## src/elk_sd_route.sv

```systemverilog
// Virtual or physical SD card routing, SPI activity timer and disk lights
`timescale 1ns/1ps

module elk_sd_route #(
	parameter int act_cycles = 2000000
) (
	input  logic        clk_sys,
	input  logic        rst,
	input  logic        img_mounted,
	input  logic [63:0] img_size,
	input  logic        load_active,
	// SPI from the core
	input  logic        core_sck,
	input  logic        core_mosi,
	input  logic        core_ss,
	output logic        core_miso,
	// Virtual card
	input  logic        vsd_miso,
	output logic        vsd_ss,
	// Physical card pins
	input  logic        sd_miso,
	output logic        sd_sck,
	output logic        sd_mosi,
	output logic        sd_cs,
	output logic        led_disk,
	output logic        led_user
);

	localparam int cnt_w = $clog2(act_cycles + 1);

	logic             vsd_sel;
	logic             mosi_q;
	logic             miso_q;
	logic [cnt_w-1:0] act_cnt;
	logic             act;

	// Image with a size selects the virtual card, empty mount reverts
	always_ff @(posedge clk_sys) begin
		if (rst) begin
			vsd_sel <= 1'b0;
		end else if (img_mounted) begin
			vsd_sel <= |img_size;
		end
	end

	////////////////////////////////////////////////////////////////////////////
	// Pin gating
	////////////////////////////////////////////////////////////////////////////

	// Physical card parked deselected while virtual is in use
	assign sd_cs     = core_ss | vsd_sel;
	assign sd_sck    = core_sck & ~vsd_sel;
	assign sd_mosi   = core_mosi & ~vsd_sel;
	assign vsd_ss    = core_ss | ~vsd_sel;
	assign core_miso = vsd_sel ? vsd_miso : sd_miso;

	////////////////////////////////////////////////////////////////////////////
	// Activity timer
	////////////////////////////////////////////////////////////////////////////

	// Any edge on either data line restarts the count
	always_ff @(posedge clk_sys) begin
		mosi_q <= core_mosi;
		miso_q <= core_miso;
		if (rst) begin
			// Start saturated so the lights are off
			act_cnt <= cnt_w'(act_cycles);
		end else if ((mosi_q ^ core_mosi) || (miso_q ^ core_miso)) begin
			act_cnt <= '0;
		end else if (act_cnt < cnt_w'(act_cycles)) begin
			act_cnt <= act_cnt + 1'b1;
		end
	end

	assign act = act_cnt < cnt_w'(act_cycles);

	// Disk light for the real card, user light for download or virtual card
	assign led_disk = act & ~vsd_sel;
	assign led_user = load_active | (act & vsd_sel);

	// Physical bus fully quiet whenever the virtual card is selected
	a_phys_idle: assert property (@(posedge clk_sys) disable iff (rst)
		vsd_sel |-> (!sd_sck && !sd_mosi && sd_cs));

endmodule

```

## config.mk

```make
export PLATFORM = sky130hd
export DESIGN_NAME = elk_sd_route
export DESIGN_NICKNAME = d
export VERILOG_FILES = /design/src/elk_sd_route.sv
export SDC_FILE = /design/constraint.sdc
export NUM_CORES = 1
export LEC_CHECK = 0
export BUFFER_PORTS_ARGS = -buffer_cell sky130_fd_sc_hd__buf_2
export CAP_MARGIN = 20
export CORE_MARGIN = 2
export CORE_UTILIZATION = 40
export CTS_CLUSTER_SIZE = 25
export DETAILED_ROUTE_END_ITERATION = 16
export PLACE_DENSITY = 0.75
export SYNTH_ARGS = -nofsm -noshare
export SYNTH_HDL_FRONTEND = slang
export SYNTH_SLANG_ARGS = --single-unit
```

## constraint.sdc

```tcl
create_clock -name clk_sys -period 4.6 [get_ports clk_sys]
set_clock_uncertainty 0.1 [all_clocks]
set_input_delay 0.69 -clock clk_sys [delete_from_list [all_inputs] [get_ports clk_sys]]
set_output_delay 0.69 -clock clk_sys [all_outputs]
set_load 0.01 [all_outputs]
```

==> flow_metrics.tcl <==
set metrics [dict create \
    post-synth-top-area-cell "dfxtp_1" \
    netSwitchingFraction 0.265 \
    timing.final.ws_setup_ps 1810 \
    seq_area_um2 480 \
    status "finished, final reports clean" \
    p_per_area_mw_per_mm2 210 \
    async_flop_share 0 \
    finalHoldViolations 0 \
    wl_mm 3.47 \
    synth_flop_cell "dfxtp_1" \
    ctsHoldBuffers 0 \
    netlist_area_mm2 0.00143 \
    final_core_util 0.544 \
    yosysSeqAreaShare 0.337 \
    io_buffers 79 \
    start_util 0.420 \
    numCtsBuffers 3 \
    cts_resized 0 \
    synthMuxAreaShare 0.0105 \
    core-area_mm2 0.00339 \
    drive_gt1_frac 0.408 \
    max_cap_viol_count 0 \
    dp_hpwl_mm 2.82 \
    diodes 0 \
    drc_errors 0 \
    path_class "reg2out" \
    cts.htree.levels 1 \
    cts_tree "built" \
    synth_xor_xnor_area_share 0.123 \
    tightest_slew_ps 581 \
    crit_required_ps 3810 \
    fp.dieH_um 63.7 \
    synthesis.instances 162 \
    clock_latency_ps 320 \
    hold_path_class "reg2reg" \
    synth_fa_ha_area_frac 0.00878 \
    grt-ovfl-total 0 \
    num_vias 1474 \
    avgSynthCellArea_um2 8.80 \
    cp_cell_sequence "nor3_2, nand4_2, nand2_1, a21o_1, buf_2" \
    synth.area.top_cells "dfxtp_1 34%, xnor2_1 11%, nor4_1 6.6%" \
    finalSetupTns_ps 0 \
    clockBufferDepth 2 \
    drt_iter0_markers 92 \
    area_growth_syn_to_layout_pct 29.3 \
    relSlewSlack 0.612 \
    cts_sinks 24 \
    p_int_mw 0.284 \
    track_usage 0.175 \
    grt_max_degree 22 \
    peakVddDrop_mv 0.103 \
    yosys_warnings 0 \
    critPathMaxStageDelay_ps 500 \
    first_pass_iters 4 \
    grt_first_pass_wirelength_mm 5.74 \
    clk_pin_slew_ps 130 \
    die-area_mm2 0.00406 \
    drv_slew 0 \
    fmaxAchievable_mhz 359 \
    critPathCaptureType "output pin" \
    synth_fp_nets 236 \
    fin_nets 314 \
    viasPerCell 5.19 \
    cpMaxStageDelayCell "nand4_2" \
    wl_per_cell_um 12.2 \
    post-cts-setup-buffer-count 0 \
    synth.ff_latch_count 24 \
    path_max_fanout 20 \
    grt_pass1_vias 1309 \
    row_count 21 \
    antenna_found_initial 0 \
    finalCritPeriodShare 0.606 \
    power_frac_comb 0.183 \
    cellLeakagePower_nw 0.738 \
    synth-edff-count 0 \
    rrSetupSlack_ps 2550 \
    netlist.area_leader.share 0.337 \
    place_congestion 0.802 \
    startpoint_type "flop" \
    cts-root-buf "clkbuf_4" \
    die_width_um 63.7 \
    setup_viol_count_final 0 \
    synth_top_family_by_area "simple AND/OR/NAND/NOR gates" \
    io_pins 80 \
    synth_cell_types 40 \
    final_cells 284 \
    dpl_worst_slack_ps 2190 \
    placed_cells 281 \
    synth-simple-area-share 0.302 \
    grt_setup_unrepaired "no" \
    synth-compound-area-share 0.160 \
    crit_arrival_ps 2000 \
    clockPowerShare 0.241 \
    period_needed_ps 2790 \
    final_antenna_net_count 0 \
    multi_input_comb_area_um2 861 \
    fillers 321 \
    seqPwrFrac 0.576 \
    switchingPower_mw 0.102 \
]
[cells by family (layout without fill, tap and decap cells)]
kind of cell    after synthesis  count (layout)
simple gates                 74              74
compound gates               30              30
flops                        24              24
xor+xnor                     20              20
buf+inv                      12              88
fa+ha+maj                     1               1
mux                           1               1
[per-stage QoR]
stage | cell area, µm² | total power [mW] | hold slack [ps]
4_1_cts | 1840 | 0.388 | 406
3_3_place_gp | 1820 | 0.298 | 384
5_1_grt | 1840 | 0.407 | 406
6_report | 1840 | 0.387 | 407
3_5_place_dp | 1820 | 0.299 | 390
2_1_floorplan | 1430 | 0.263 | 366
[per-layer routing]
metal / wire length (µm) / global-route usage
met1: 1480 / 0.218
met2: 1730 / 0.312
met3: 234 / 0.0250
met4: 27 / 0.0462
met5: 0 / 0
[state kept, by name, summed over array words and instances (netlist names)]
name     flops
mosi_q       1
act_cnt     21
vsd_sel      1
miso_q       1
[cell usage in the layout (no fill, tap or decap), drive strengths merged, types with 4 or more instances in the layout]
cell type and n:
buf 80, nand4 9, xnor2 18, nand3 7, a211oi 9, inv 5
nand2 10, nor3 4, o21ai 7, dfxtp 24, a21oi 8, nor4 15
nor2 17
[path summary, 6_finish.rpt]
| kind | startpoint | end | depth (start not counted) |
|---|---|---|---|
| worst min register to register | act_cnt[1] | act_cnt[1] | 2 |
| worst max-delay path | act_cnt[13] | led_user | 5 |
| worst min-delay path | act_cnt[1] | act_cnt[1] | 2 |
| worst max register to register | act_cnt[13] | act_cnt[19] | 5 |
[layout make-up]
class                   instances  share of cell area
inverters                       5              0.0102
flip-flops and latches         24               0.261
clock buffers                   3              0.0122
repair buffers                 80               0.219
multi-input cells             126               0.467
well taps                      46              0.0312
[critical path, delay by kind of cell, from the launching register on]
family | cells | cell delay, ps
compound gates | 1 | 140
buf+inv | 1 | 120
flops | 1 | 390
simple gates | 3 | 1020
[cell usage after synthesis (all sizes together), types with 2 or more instances]
master,instances
nor4,15
xnor2,18
dfxtp,24
o21ai,7
nor2b,2
nand2,10
nand3,7
inv,5
a211oi,9
and3,2
a21oi,8
buf,7
nand4,9
nor3,4
and4,2
nor2,17
xor2,2
[power groups by stage]
stage | Sequential (mW) | Clock, mW | Combinational (mW)
floorplan | 0.225 | 0 | 0.0379
global placement | 0.227 | 0 | 0.0711
detailed placement | 0.227 | 0 | 0.0717
CTS | 0.223 | 0.0935 | 0.0718
global route | 0.225 | 0.102 | 0.0798
finish | 0.223 | 0.0931 | 0.0710
Power figures use the tool's default switching activity.
