### config.mk
export PLATFORM = sky130hd
export DESIGN_NAME = elk_mouse_axis
export DESIGN_NICKNAME = d
export VERILOG_FILES = /design/src/elk_pkg.sv /design/src/elk_mouse_axis.sv
export SDC_FILE = /design/constraint.sdc
export NUM_CORES = 1
export LEC_CHECK = 0
export BUFFER_PORTS_ARGS = -buffer_cell sky130_fd_sc_hd__buf_2
export CORE_MARGIN = 4
export CORE_UTILIZATION = 45
export CTS_CLUSTER_SIZE = 12
export DETAILED_ROUTE_END_ITERATION = 12
export PLACE_DENSITY_LB_ADDON = 0.2
export RECOVER_POWER = 100
export SETUP_SLACK_MARGIN = 0.4
export SYNTH_ARGS = -nofsm -noshare
export SYNTH_HDL_FRONTEND = slang
export SYNTH_SLANG_ARGS = --single-unit
### constraint.sdc
create_clock -name clk_sys -period 3.5 [get_ports clk_sys]
set_input_delay 0.35 -clock clk_sys [delete_from_list [all_inputs] [get_ports clk_sys]]
set_output_delay 0.35 -clock clk_sys [all_outputs]
set_load 0.005 [all_outputs]
### src/elk_pkg.sv
// Memory map constants, ROM slot codes, data byte type and bus address union
package elk_pkg;

	////////////////////////////////////////////////////////////////////////////
	// Address widths and memory depths
	////////////////////////////////////////////////////////////////////////////

	// Core side address, 32 pages of 16 KB
	localparam int ext_addr_w = 19;
	// Byte offset inside one page
	localparam int page_off_w = 14;
	// Flat word address into either memory
	localparam int rom_addr_w = 17;
	// Seven ROM slots, eight RAM banks
	localparam int rom_words = 114688;
	localparam int ram_words = 131072;

	typedef logic [7:0] data_t;

	// Same address word, seen as a ROM page or as a RAM bank
	typedef union packed {
		struct packed {
			logic                  ram_flag;
			logic [1:0]            quad;
			logic [1:0]            bank;
			logic [page_off_w-1:0] offset;
		} rom_v;
		struct packed {
			logic                                 ram_flag;
			logic [ext_addr_w-page_off_w-2:0]     bank_num;
			logic [page_off_w-1:0]                offset;
		} ram_v;
	} ext_addr_u;

	////////////////////////////////////////////////////////////////////////////
	// ROM image slots
	////////////////////////////////////////////////////////////////////////////

	typedef logic [2:0] rom_slot_t;

	localparam rom_slot_t slot_fs       = 3'd0;
	localparam rom_slot_t slot_os       = 3'd1;
	localparam rom_slot_t slot_basic    = 3'd2;
	localparam rom_slot_t slot_pres     = 3'd3;
	localparam rom_slot_t slot_spare_a  = 3'd4;
	localparam rom_slot_t slot_spare_b  = 3'd5;
	localparam rom_slot_t slot_teletext = 3'd6;

	// Mouse step clamp and accumulated axis range
	localparam int mouse_step_max = 10;
	localparam int axis_min = -128;
	localparam int axis_max = 127;

endpackage

### src/elk_mouse_axis.sv
// Mouse packet to analog stick emulation with clamp, saturation and pot output
`timescale 1ns/1ps

module elk_mouse_axis (
	input  logic        clk_sys,
	input  logic        rst,
	input  logic [24:0] mouse_pkt,
	input  logic [15:0] joy,
	input  logic [7:0]  joy_x,
	input  logic [7:0]  joy_y,
	input  logic        axis_off,
	output logic [7:0]  pot_x,
	output logic [7:0]  pot_y,
	output logic        fire
);

	logic [24:0]       pkt_q;
	logic              stb_q;
	logic              pkt_new;
	logic              emu;
	logic signed [8:0] acc_x;
	logic signed [8:0] acc_y;
	logic signed [8:0] dx_raw;
	logic signed [8:0] dy_raw;
	logic signed [8:0] nx;
	logic signed [8:0] ny;
	logic [7:0]        src_x;
	logic [7:0]        src_y;

	// Limit one packet step to the configured maximum
	function automatic logic signed [8:0] clamp_step(input logic signed [8:0] d);
		if (d > elk_pkg::mouse_step_max) begin
			return 9'(elk_pkg::mouse_step_max);
		end else if (d < -elk_pkg::mouse_step_max) begin
			return 9'(-elk_pkg::mouse_step_max);
		end
		return d;
	endfunction

	// Pin the accumulated position to the stick range
	function automatic logic signed [8:0] sat_axis(input logic signed [8:0] v);
		if (v > elk_pkg::axis_max) begin
			return 9'(elk_pkg::axis_max);
		end else if (v < elk_pkg::axis_min) begin
			return 9'(elk_pkg::axis_min);
		end
		return v;
	endfunction

	////////////////////////////////////////////////////////////////////////////
	// Packet strobe and accumulation
	////////////////////////////////////////////////////////////////////////////

	// Bit 24 toggles once per packet
	assign pkt_new = pkt_q[24] ^ stb_q;

	// Sign bit doubled over the top magnitude bits
	assign dx_raw = {pkt_q[4], pkt_q[4], pkt_q[15:9]};
	assign dy_raw = {pkt_q[5], pkt_q[5], pkt_q[23:17]};
	// Screen y grows downward
	assign nx = acc_x + clamp_step(dx_raw);
	assign ny = acc_y - clamp_step(dy_raw);

	always_ff @(posedge clk_sys) begin
		pkt_q <= mouse_pkt;
		stb_q <= pkt_q[24];
		if (rst) begin
			emu   <= 1'b0;
			acc_x <= '0;
			acc_y <= '0;
		end else if ((|joy) || axis_off) begin
			// Stick use hands control back to the joystick
			emu   <= 1'b0;
			acc_x <= '0;
			acc_y <= '0;
		end else if (pkt_new) begin
			emu   <= 1'b1;
			acc_x <= sat_axis(nx);
			acc_y <= sat_axis(ny);
		end
	end

	////////////////////////////////////////////////////////////////////////////
	// Source select and pot conversion
	////////////////////////////////////////////////////////////////////////////

	assign src_x = emu ? acc_x[7:0] : joy_x;
	assign src_y = emu ? acc_y[7:0] : joy_y;
	// Either mouse button counts as fire
	assign fire  = emu ? (|pkt_q[1:0]) : joy[4];

	// Offset binary, then inverted for the pot
	assign pot_x = 8'hff - {~src_x[7], src_x[6:0]};
	assign pot_y = 8'hff - {~src_y[7], src_y[6:0]};

	a_axis_range: assert property (@(posedge clk_sys) disable iff (rst)
		(acc_x >= elk_pkg::axis_min) && (acc_x <= elk_pkg::axis_max) &&
		(acc_y >= elk_pkg::axis_min) && (acc_y <= elk_pkg::axis_max));

endmodule

==> flow_summary_export.csv, run 1 <==
group,metric,value,unit
outcome,status,"finished, violations left",
outcome,violations,"capacitance limit, slew limit",
setup_path,r2r_cells,14,
timing,setup_violations,0,
clock_tree,tritoncts,"done",
finish,stdcell_count,431,
clock_tree,htreeDepth,2,
setup_path,r2r_start,"pkt_q[13]$_DFF_P_",
floorplanning,die_x,81.6,um
floorplanning,ios,77,
floorplanning,initial_core_util,47.1,%
place,gp_congestion,0.812,
yosys,synthCells,287,
drt,first_iter_violations,81,
pwr,cellPowerDensity,347,nW/um2
setup_path,critPathCapture,"acc_x[5]$_SDFFE_PP0P_",
setup_path,reg2reg_to,"acc_x[5]$_SDFFE_PP0P_",
timing,fmax,323,MHz
timing,min_period,3090,ps
finish,diodes,0,
yosys,ys_warn_count,0,
floorplanning,die_area,6660,um2
finish,final_nets,438,
pwr,vdd_drop_max,0.000255,V
yosys,avgSynthCellArea,8.50,um2
drt,drc,0,
timing,fin_setup_tns,0,ps
flow_run,max-cap-violations,1,
clock_tree,cts_made_buffers,5,
global_routing,grt_util_all_layers,17.7,%
yosys,async_flop_share,0,%
global_routing,grt_max_degree,23,
timing,clock_skew,4.37,ps
finish,drive_above_1_share,26.0,%
pwr,p_leak,1.27,nW
yosys,synth_area_leaders,"dfxtp_1, ha_1, mux2i_1",
drt,firstDrtPassIters,4,
yosys,netlist.area_leader.share,32.0,%
setup_path,path_class,"reg2reg",
timing,fin_crit_sh,88.4,%
place,dp_worst_setup_slack,350,ps
clock_tree,insertion_delay,290,ps
timing,rsz0062_at_grt,"no",
yosys,synth_nets,365,
timing,slew_headroom,-3.21,%
floorplanning,core_area,5170,um2
place,placed_cells,418,
yosys,synth_edf_count,0,
setup_path,cp.arrival,3310,ps
drt,post_drt_wl_per_cell,13.6,um
timing,worstMarginPinSlew,1540,ps
place,port_buffers,70,
global_routing,grt_pass1_wl,9.35,mm
yosys,synth_area,2440,um2
timing,fin_ws,407,ps
pwr,totalPowerFinal,1.06,mW
clock_tree,clockBufferDepth,2,
min_path,hold_class,"in2reg",
setup_path,path_max_fanout,5,
setup_path,crit_path_start_kind,"flip-flop",
global_routing,grt_pass1_vias,2117,
yosys,synth_area_leader_cell,"dfxtp_1",
yosys,netlist-cell-type-count,49,
timing,hold_violations,0,
drt,vias_per_cell,5.40,
yosys,ys_ff_latch,39,
place,place_hpwl,4.33,mm
global_routing,antenna_found_initial,0,
drt,ant_nets,0,
global_routing,grt.overflow.total,0,
timing,slew_viol_final,23,
yosys,synth_ff_type,"dfxtp_1",
clock_tree,root_buffer,"clkbuf_8",
drt,drt-total-wl,5.85,mm
setup_path,r2r_slack,410,ps
finish,syn_to_final_growth,25.2,%
yosys,synth_common_cells,"dfxtp_1, a21oi_1, nor2_1, o21ai_0, inv_1",
clock_tree,clk_pin_slew,80,ps
floorplanning,rows,26,
drt,via_count,2328,
setup_path,worstSetupEndpointType,"flip-flop",
setup_path,required,3720,ps
floorplanning,die_y,81.6,um
yosys,synth_most_common_cell,"dfxtp_1",
setup_path,crit_start,"pkt_q[13]$_DFF_P_",
yosys,yosysSeqAreaShare,32.0,%
clock_tree,cts_sinks,39,
-- timing repair --
item / CTS / global route
setup buffers: 0 / 5
resized for setup: 1 / 10
hold buffers: 0 / 0
setup endpoints to repair: 8 / 15
pin swaps: 0 / 7
-- layout by cell type (no fill, tap or decap), drive strengths merged, types with 2 or more instances in the layout --
cell,netlist,final
o21a,5,5
dfxtp,39,39
a31oi,5,5
and2,2,2
ha,16,16
nand2,14,14
a21o,3,3
or2,3,3
nand3,3,3
clkbuf,10,22
a21oi,27,27
fa,2,2
mux2,2,2
nor4,8,8
inv,18,18
nand2b,4,4
nor2,22,22
o211ai,10,10
nand4,2,2
or4,2,2
xnor2,12,12
nor3,3,3
nor2b,3,3
bufinv,0,2
mux2i,14,14
o21ai,33,33
xor2,5,5
buf,4,64
a221oi,3,3
-- critical path, cell delays in order, from the launching register on --
cell and delay, ps:
dfxtp_1 360, nor4_4 320, nand2_1 70, o21ai_0 60, and2_1 140, ha_1 160, inv_1 50, fa_1 410
nor2b_2 150, o31a_1 210, o2bb2ai_1 110, xnor2_1 440, clkbuf_4 250, a21oi_2 100, a21oi_1 180
-- routing by layer --
metal  global-route usage (%)  wire length (um)  share of wire [%]
met5                        0                 0                  0
met4                     3.49                42               0.72
met3                     3.29               514                8.8
met2                     29.5              2630                 45
met1                     23.9              2660                 46
-- layout make-up --
type	instances	area (um2)
fillers	478	2120
flip-flops and latches	39	782
repair buffers	80	412
multi-input cells	216	1570
clock inverters	2	60.1
inverters	18	67.6
clock buffers	6	72.6
well taps	70	87.6
-- power breakdown --
group,internal (mW),switching [mW]
sequential,0.456,0.0122
combinational,0.0716,0.0782
clock,0.285,0.156
total,0.813,0.246
-- how the worst min path moves through the flow --
stage / slack, ps / cells after the start / start / to
after floorplan: 370 / 0 / pkt_q[24]$_DFF_P_ / stb_q$_DFF_P_
after global placement: 400 / 0 / pkt_q[24]$_DFF_P_ / stb_q$_DFF_P_
after detailed placement: 410 / 0 / pkt_q[24]$_DFF_P_ / stb_q$_DFF_P_
after CTS: 150 / 1 / mouse_pkt[20] / pkt_q[20]$_DFF_P_
after global routing: 140 / 1 / mouse_pkt[13] / pkt_q[13]$_DFF_P_
final: 160 / 1 / mouse_pkt[13] / pkt_q[13]$_DFF_P_
-- registers in the layout, summed over array words and instances, names as in the netlist --
name and count:
acc_y 9, acc_x 9, pkt_q 19, emu 1
stb_q 1
-- kinds of logic (layout without fill, tap and decap cells) --
group | count (synthesis) | in the layout | synth area share, %
mux | 16 | 16 | 6.67
compound gates | 95 | 95 | 24.7
xor+xnor | 17 | 17 | 6.41
flops | 39 | 39 | 32.0
buf+inv | 32 | 106 | 5.34
fa+ha+maj | 18 | 18 | 9.85
simple gates | 70 | 70 | 15.0
-- through the flow --
stage	instance area [um2]	util [%]	hold WS (ps)
global placement	2870	55.4	399
detailed placement	2870	55.4	408
CTS	3000	58.0	148
global route	3050	59.0	142
finish	3050	59.0	157
floorplan	2440	-	375
Note: power is estimated with default switching activity, not from simulation.
==> inputs of run 2 (changes only) <==
Settings changed: CORE_UTILIZATION 45 to 50, REMOVE_ABC_BUFFERS from default to 1.
==> run 2 against run 1 <==
Against the previous run:
- register-to-register slack is essentially flat
- first-iteration DRC count grew 100%
- setup slack got worse by 11 ps
- die area down 9.0%
- non-clock buffer count is 4 lower
- the flow now finishes without violations
- cell area down 3.2%
- utilization increased by 3.6 points
- critical path type unchanged
- via count down 2.1%
- wire length decreased by 6.2%
==> flow_summary_export.csv, run 2 (synthesis gave the netlist of run 1 again) <==
group,metric,value,unit
finish,post-route-util,62.6,%
setup_path,worstSetupEndpointType,"flip-flop",
finish,fillCellCount,409,
clock_tree,htreeDepth,2,
finish,final-seq-area,781,um2
pwr,p_leak,1.23,nW
finish,drive_above_1_share,24.4,%
outcome,status,"complete, no violations",
finish,reg.largest.list,"pkt_q x19, acc_x x9, acc_y x9",
setup_path,required,3680,ps
drt,ant_nets,0,
floorplanning,die_x,77.8,um
timing,fin_setup_tns,0,ps
setup_path,crit_path_start_kind,"flip-flop",
finish,diodes,0,
place,port_buffers,70,
finish,layout_commonest_cell,"buf_2",
clock_tree,cts_made_buffers,5,
clock_tree,cts_sinks,39,
global_routing,grt_util_all_layers,18.2,%
place,gp_congestion,0.871,
timing,slew_headroom,39.0,%
finish,final_nets,434,
clock_tree,root_buffer,"clkbuf_8",
place,place_hpwl,4.08,mm
clock_tree,clk_pin_slew,80,ps
timing,whs,157,ps
timing,hold_violations,0,
finish,largest_reg_flops,19,
drt,post_drt_wl_per_cell,12.9,um
setup_path,cp.arrival,3290,ps
finish,final_cell_mix,"buf_2, dfxtp_1, a21oi_1",
drt,vias_per_cell,5.38,
floorplanning,initial_core_util,51.6,%
setup_path,path_max_fanout,8,
min_path,hold_class,"in2reg",
global_routing,grt.overflow.total,0,
pwr,cellPowerDensity,320,nW/um2
clock_tree,tritoncts,"done",
timing,fin_ws,396,ps
global_routing,grt_max_degree,23,
global_routing,grt_pass1_wl,9.10,mm
floorplanning,die_y,77.8,um
pwr,totalPowerFinal,0.947,mW
timing,slew_viol_final,0,
finish,multi_input_area,1550,um2
drt,drc,0,
clock_tree,insertion_delay,290,ps
finish,largest_register,"pkt_q",
timing,setup_violations,0,
drt,firstDrtPassIters,4,
timing,clock_skew,10.6,ps
floorplanning,die_area,6060,um2
flow_run,max-cap-violations,0,
timing,rsz0062_at_grt,"no",
timing,min_period,3100,ps
floorplanning,rows,25,
finish,syn_to_final_growth,21.2,%
timing,fmax,322,MHz
setup_path,path_class,"reg2reg",
drt,drt-total-wl,5.49,mm
drt,first_iter_violations,163,
floorplanning,core_area,4720,um2
timing,fin_crit_sh,88.7,%
pwr,vdd_drop_max,0.000260,V
global_routing,grt_pass1_vias,2090,
drt,via_count,2279,
clock_tree,cts_hold_buf,0,
clock_tree,clockBufferDepth,2,
floorplanning,ios,77,
global_routing,antenna_found_initial,0,
timing,worstMarginPinSlew,908,ps
place,dp_worst_setup_slack,293,ps
[run 2: critical path: stages (launching register included)]
cell and delay [ps]:
dfxtp_1 360, nor4_4 300, a21oi_1 90, or2_2 310, fa_2 400, nor2b_4 140, o2111ai_2 150, a211oi_1 550
or4_4 310, o211ai_1 100, a221oi_1 280
[run 2: stage by stage]
stage,cell area (um2),cells
after detailed placement,2860,416
final,2960,424
after global routing,2960,424
after floorplan,2380,273
after CTS,2970,424
after global placement,2860,416
[run 2: cell type report]
cell class	instances	area share (%)
clock inverters	1	0.254
repair buffers	76	12.6
well taps	67	2.84
flip-flops and latches	39	26.4
clock buffers	7	3.26
multi-input cells	216	52.3
inverters	18	2.29
[run 2: report_power, final]
part	total (mW)	switching, mW	internal (mW)
Sequential	0.469	0.0129	0.456
Clock	0.334	0.155	0.179
Combinational	0.144	0.0744	0.0698
[run 2: what timing repair did]
action                     in CTS  in global routing
pin swaps                       1                  0
setup buffers                   0                  0
resized for setup               2                  5
setup endpoints to repair      10                 14
[run 2: path summary, 6_finish.rpt]
check | end | slack, ps | from | cells after the start
setup / recovery | acc_y[1]$_SDFFE_PP0P_ | 400 | pkt_q[23]$_DFF_P_ | 10
hold reg to reg | stb_q$_DFF_P_ | 390 | pkt_q[24]$_DFF_P_ | 0
hold / removal | pkt_q[0]$_DFF_P_ | 160 | mouse_pkt[0] | 1
setup reg to reg | acc_y[1]$_SDFFE_PP0P_ | 400 | pkt_q[23]$_DFF_P_ | 10
[run 2: routing by layer]
metal	track usage [%]	vias up	part of all wire, %
li1	-	1172	-
met1	24.0	1020	46
met2	28.7	82	45
met3	4.41	5	8.7
met4	6.23	0	0.88
met5	0	-	0
==> inputs of run 3 (changes only) <==
Settings changed: CORE_MARGIN 4 to 2.
==> run 3 against run 2 <==
Against the previous run:
- die area shrank 10%
- clock power is essentially flat
- utilization unchanged
- cell area stayed put
- clock skew up 4.1 ps
- cell count up 0.47%
- non-clock buffer count grew 2
- via count decreased by 0.13%
- combinational power is essentially flat
- critical path depth unchanged
- highest routed layer unchanged
==> flow_summary_export.csv, run 3 (synthesis gave the netlist of run 1 again) <==
group,metric,value,unit
timing,slew_viol_final,0,
timing,hold_violations,0,
global_routing,antenna_found_initial,0,
floorplanning,initial_core_util,51.6,%
finish,drive_above_1_share,24.2,%
finish,final_cell_mix,"buf_2, dfxtp_1, a21oi_1",
timing,fin_crit_sh,87.6,%
clock_tree,clockBufferDepth,2,
timing,clock_skew,14.7,ps
finish,largest_reg_flops,19,
timing,setup_violations,0,
drt,firstDrtPassIters,4,
global_routing,grt_max_degree,23,
timing,fmax,326,MHz
finish,stdcell_count,426,
clock_tree,tritoncts,"done",
place,dp_worst_setup_slack,321,ps
floorplanning,die_area,5450,um2
clock_tree,htreeDepth,2,
global_routing,grt_util_all_layers,20.4,%
finish,stdcell_area,2960,um2
timing,fin_ws,434,ps
clock_tree,cts_sinks,39,
floorplanning,die_x,73.8,um
floorplanning,ios,77,
floorplanning,die_y,73.8,um
outcome,status,"complete, no violations",
pwr,vdd_drop_max,0.000286,V
drt,drc,0,
finish,syn_to_final_growth,21.2,%
place,placed_area,2860,um2
finish,largest_register,"pkt_q",
global_routing,grt_pass1_wl,8.62,mm
setup_path,worstSetupEndpointType,"flip-flop",
finish,layout_commonest_cell,"buf_2",
place,place_hpwl,4.01,mm
finish,diodes,0,
finish,reg.largest.list,"pkt_q x19, acc_x x9, acc_y x9",
pwr,p_leak,1.24,nW
timing,min_period,3070,ps
place,gp_congestion,0.883,
timing,worstMarginPinSlew,883,ps
timing,rsz0062_at_grt,"no",
finish,final_nets,436,
setup_path,path_class,"reg2reg",
clock_tree,clk_pin_slew,80,ps
clock_tree,cts_hold_buf,0,
global_routing,grt_pass1_vias,2020,
setup_path,required,3630,ps
setup_path,cp.arrival,3190,ps
global_routing,grt.overflow.total,0,
place,port_buffers,70,
drt,ant_nets,0,
clock_tree,cts_made_buffers,5,
floorplanning,rows,25,
timing,fin_setup_tns,0,ps
min_path,hold_class,"in2reg",
setup_path,path_max_fanout,8,
clock_tree,root_buffer,"clkbuf_8",
floorplanning,core_area,4720,um2
drt,drt-total-wl,5.37,mm
drt,vias_per_cell,5.34,
drt,first_iter_violations,136,
setup_path,crit_path_start_kind,"flip-flop",
clock_tree,insertion_delay,290,ps
drt,post_drt_wl_per_cell,12.6,um
flow_run,max-cap-violations,0,
place,placed_cells,416,
drt,via_count,2276,
pwr,cellPowerDensity,319,nW/um2
timing,slew_headroom,40.7,%
run 3: area by class of cell:
type	instances	area, um2
Inverter	18	67.6
Timing Repair Buffer	78	387
Multi-Input combinational cell	216	1540
Clock buffer	8	100
Fill cell	445	1770
Sequential cell	39	781
Tap cell	67	83.8
run 3: repair_timing:
item / 4_1_cts / 5_1_grt
endpoints found under the setup margin: 8 / 14
resized for setup: 1 / 6
pin swaps: 0 / 1
setup buffers: 0 / 2
run 3: power breakdown:
part	total (mW)	switching [mW]	internal, mW
Clock	0.333	0.153	0.180
Sequential	0.468	0.0117	0.456
Combinational	0.144	0.0743	0.0693
Total	0.944	0.239	0.705
run 3: worst paths after layout:
check,start,end,slack [ps],cells past startpoint
max,pkt_q[23]$_DFF_P_,acc_y[1]$_SDFFE_PP0P_,430,10
min,mouse_pkt[1],pkt_q[1]$_DFF_P_,150,1
max reg2reg,pkt_q[23]$_DFF_P_,acc_y[1]$_SDFFE_PP0P_,430,10
min reg2reg,pkt_q[24]$_DFF_P_,stb_q$_DFF_P_,390,0
run 3: layer usage:
metal	wire length, um	global-route usage (%)
met1	2550	25.6
met2	2420	34.4
met3	297	4.39
met4	94	6.67
met5	0	0
run 3: critical path, cell delays in order, from the launching register on:
cell       delay, ps
dfxtp_1          340
nor4_1           370
a21oi_1          110
or2_2            310
fa_1             470
nor2b_4          150
o2111ai_2        150
and4_4           230
or4_4            550
o211ai_1         130
a221oi_1          90
run 3: through the flow:
stage	power, mW	hold WS (ps)	util, %
2_1_floorplan	0.560	375	-
4_1_cts	0.950	153	62.6
5_1_grt	0.995	143	62.6
3_3_place_gp	0.616	381	60.5
3_5_place_dp	0.620	384	60.5
6_report	0.944	155	62.6
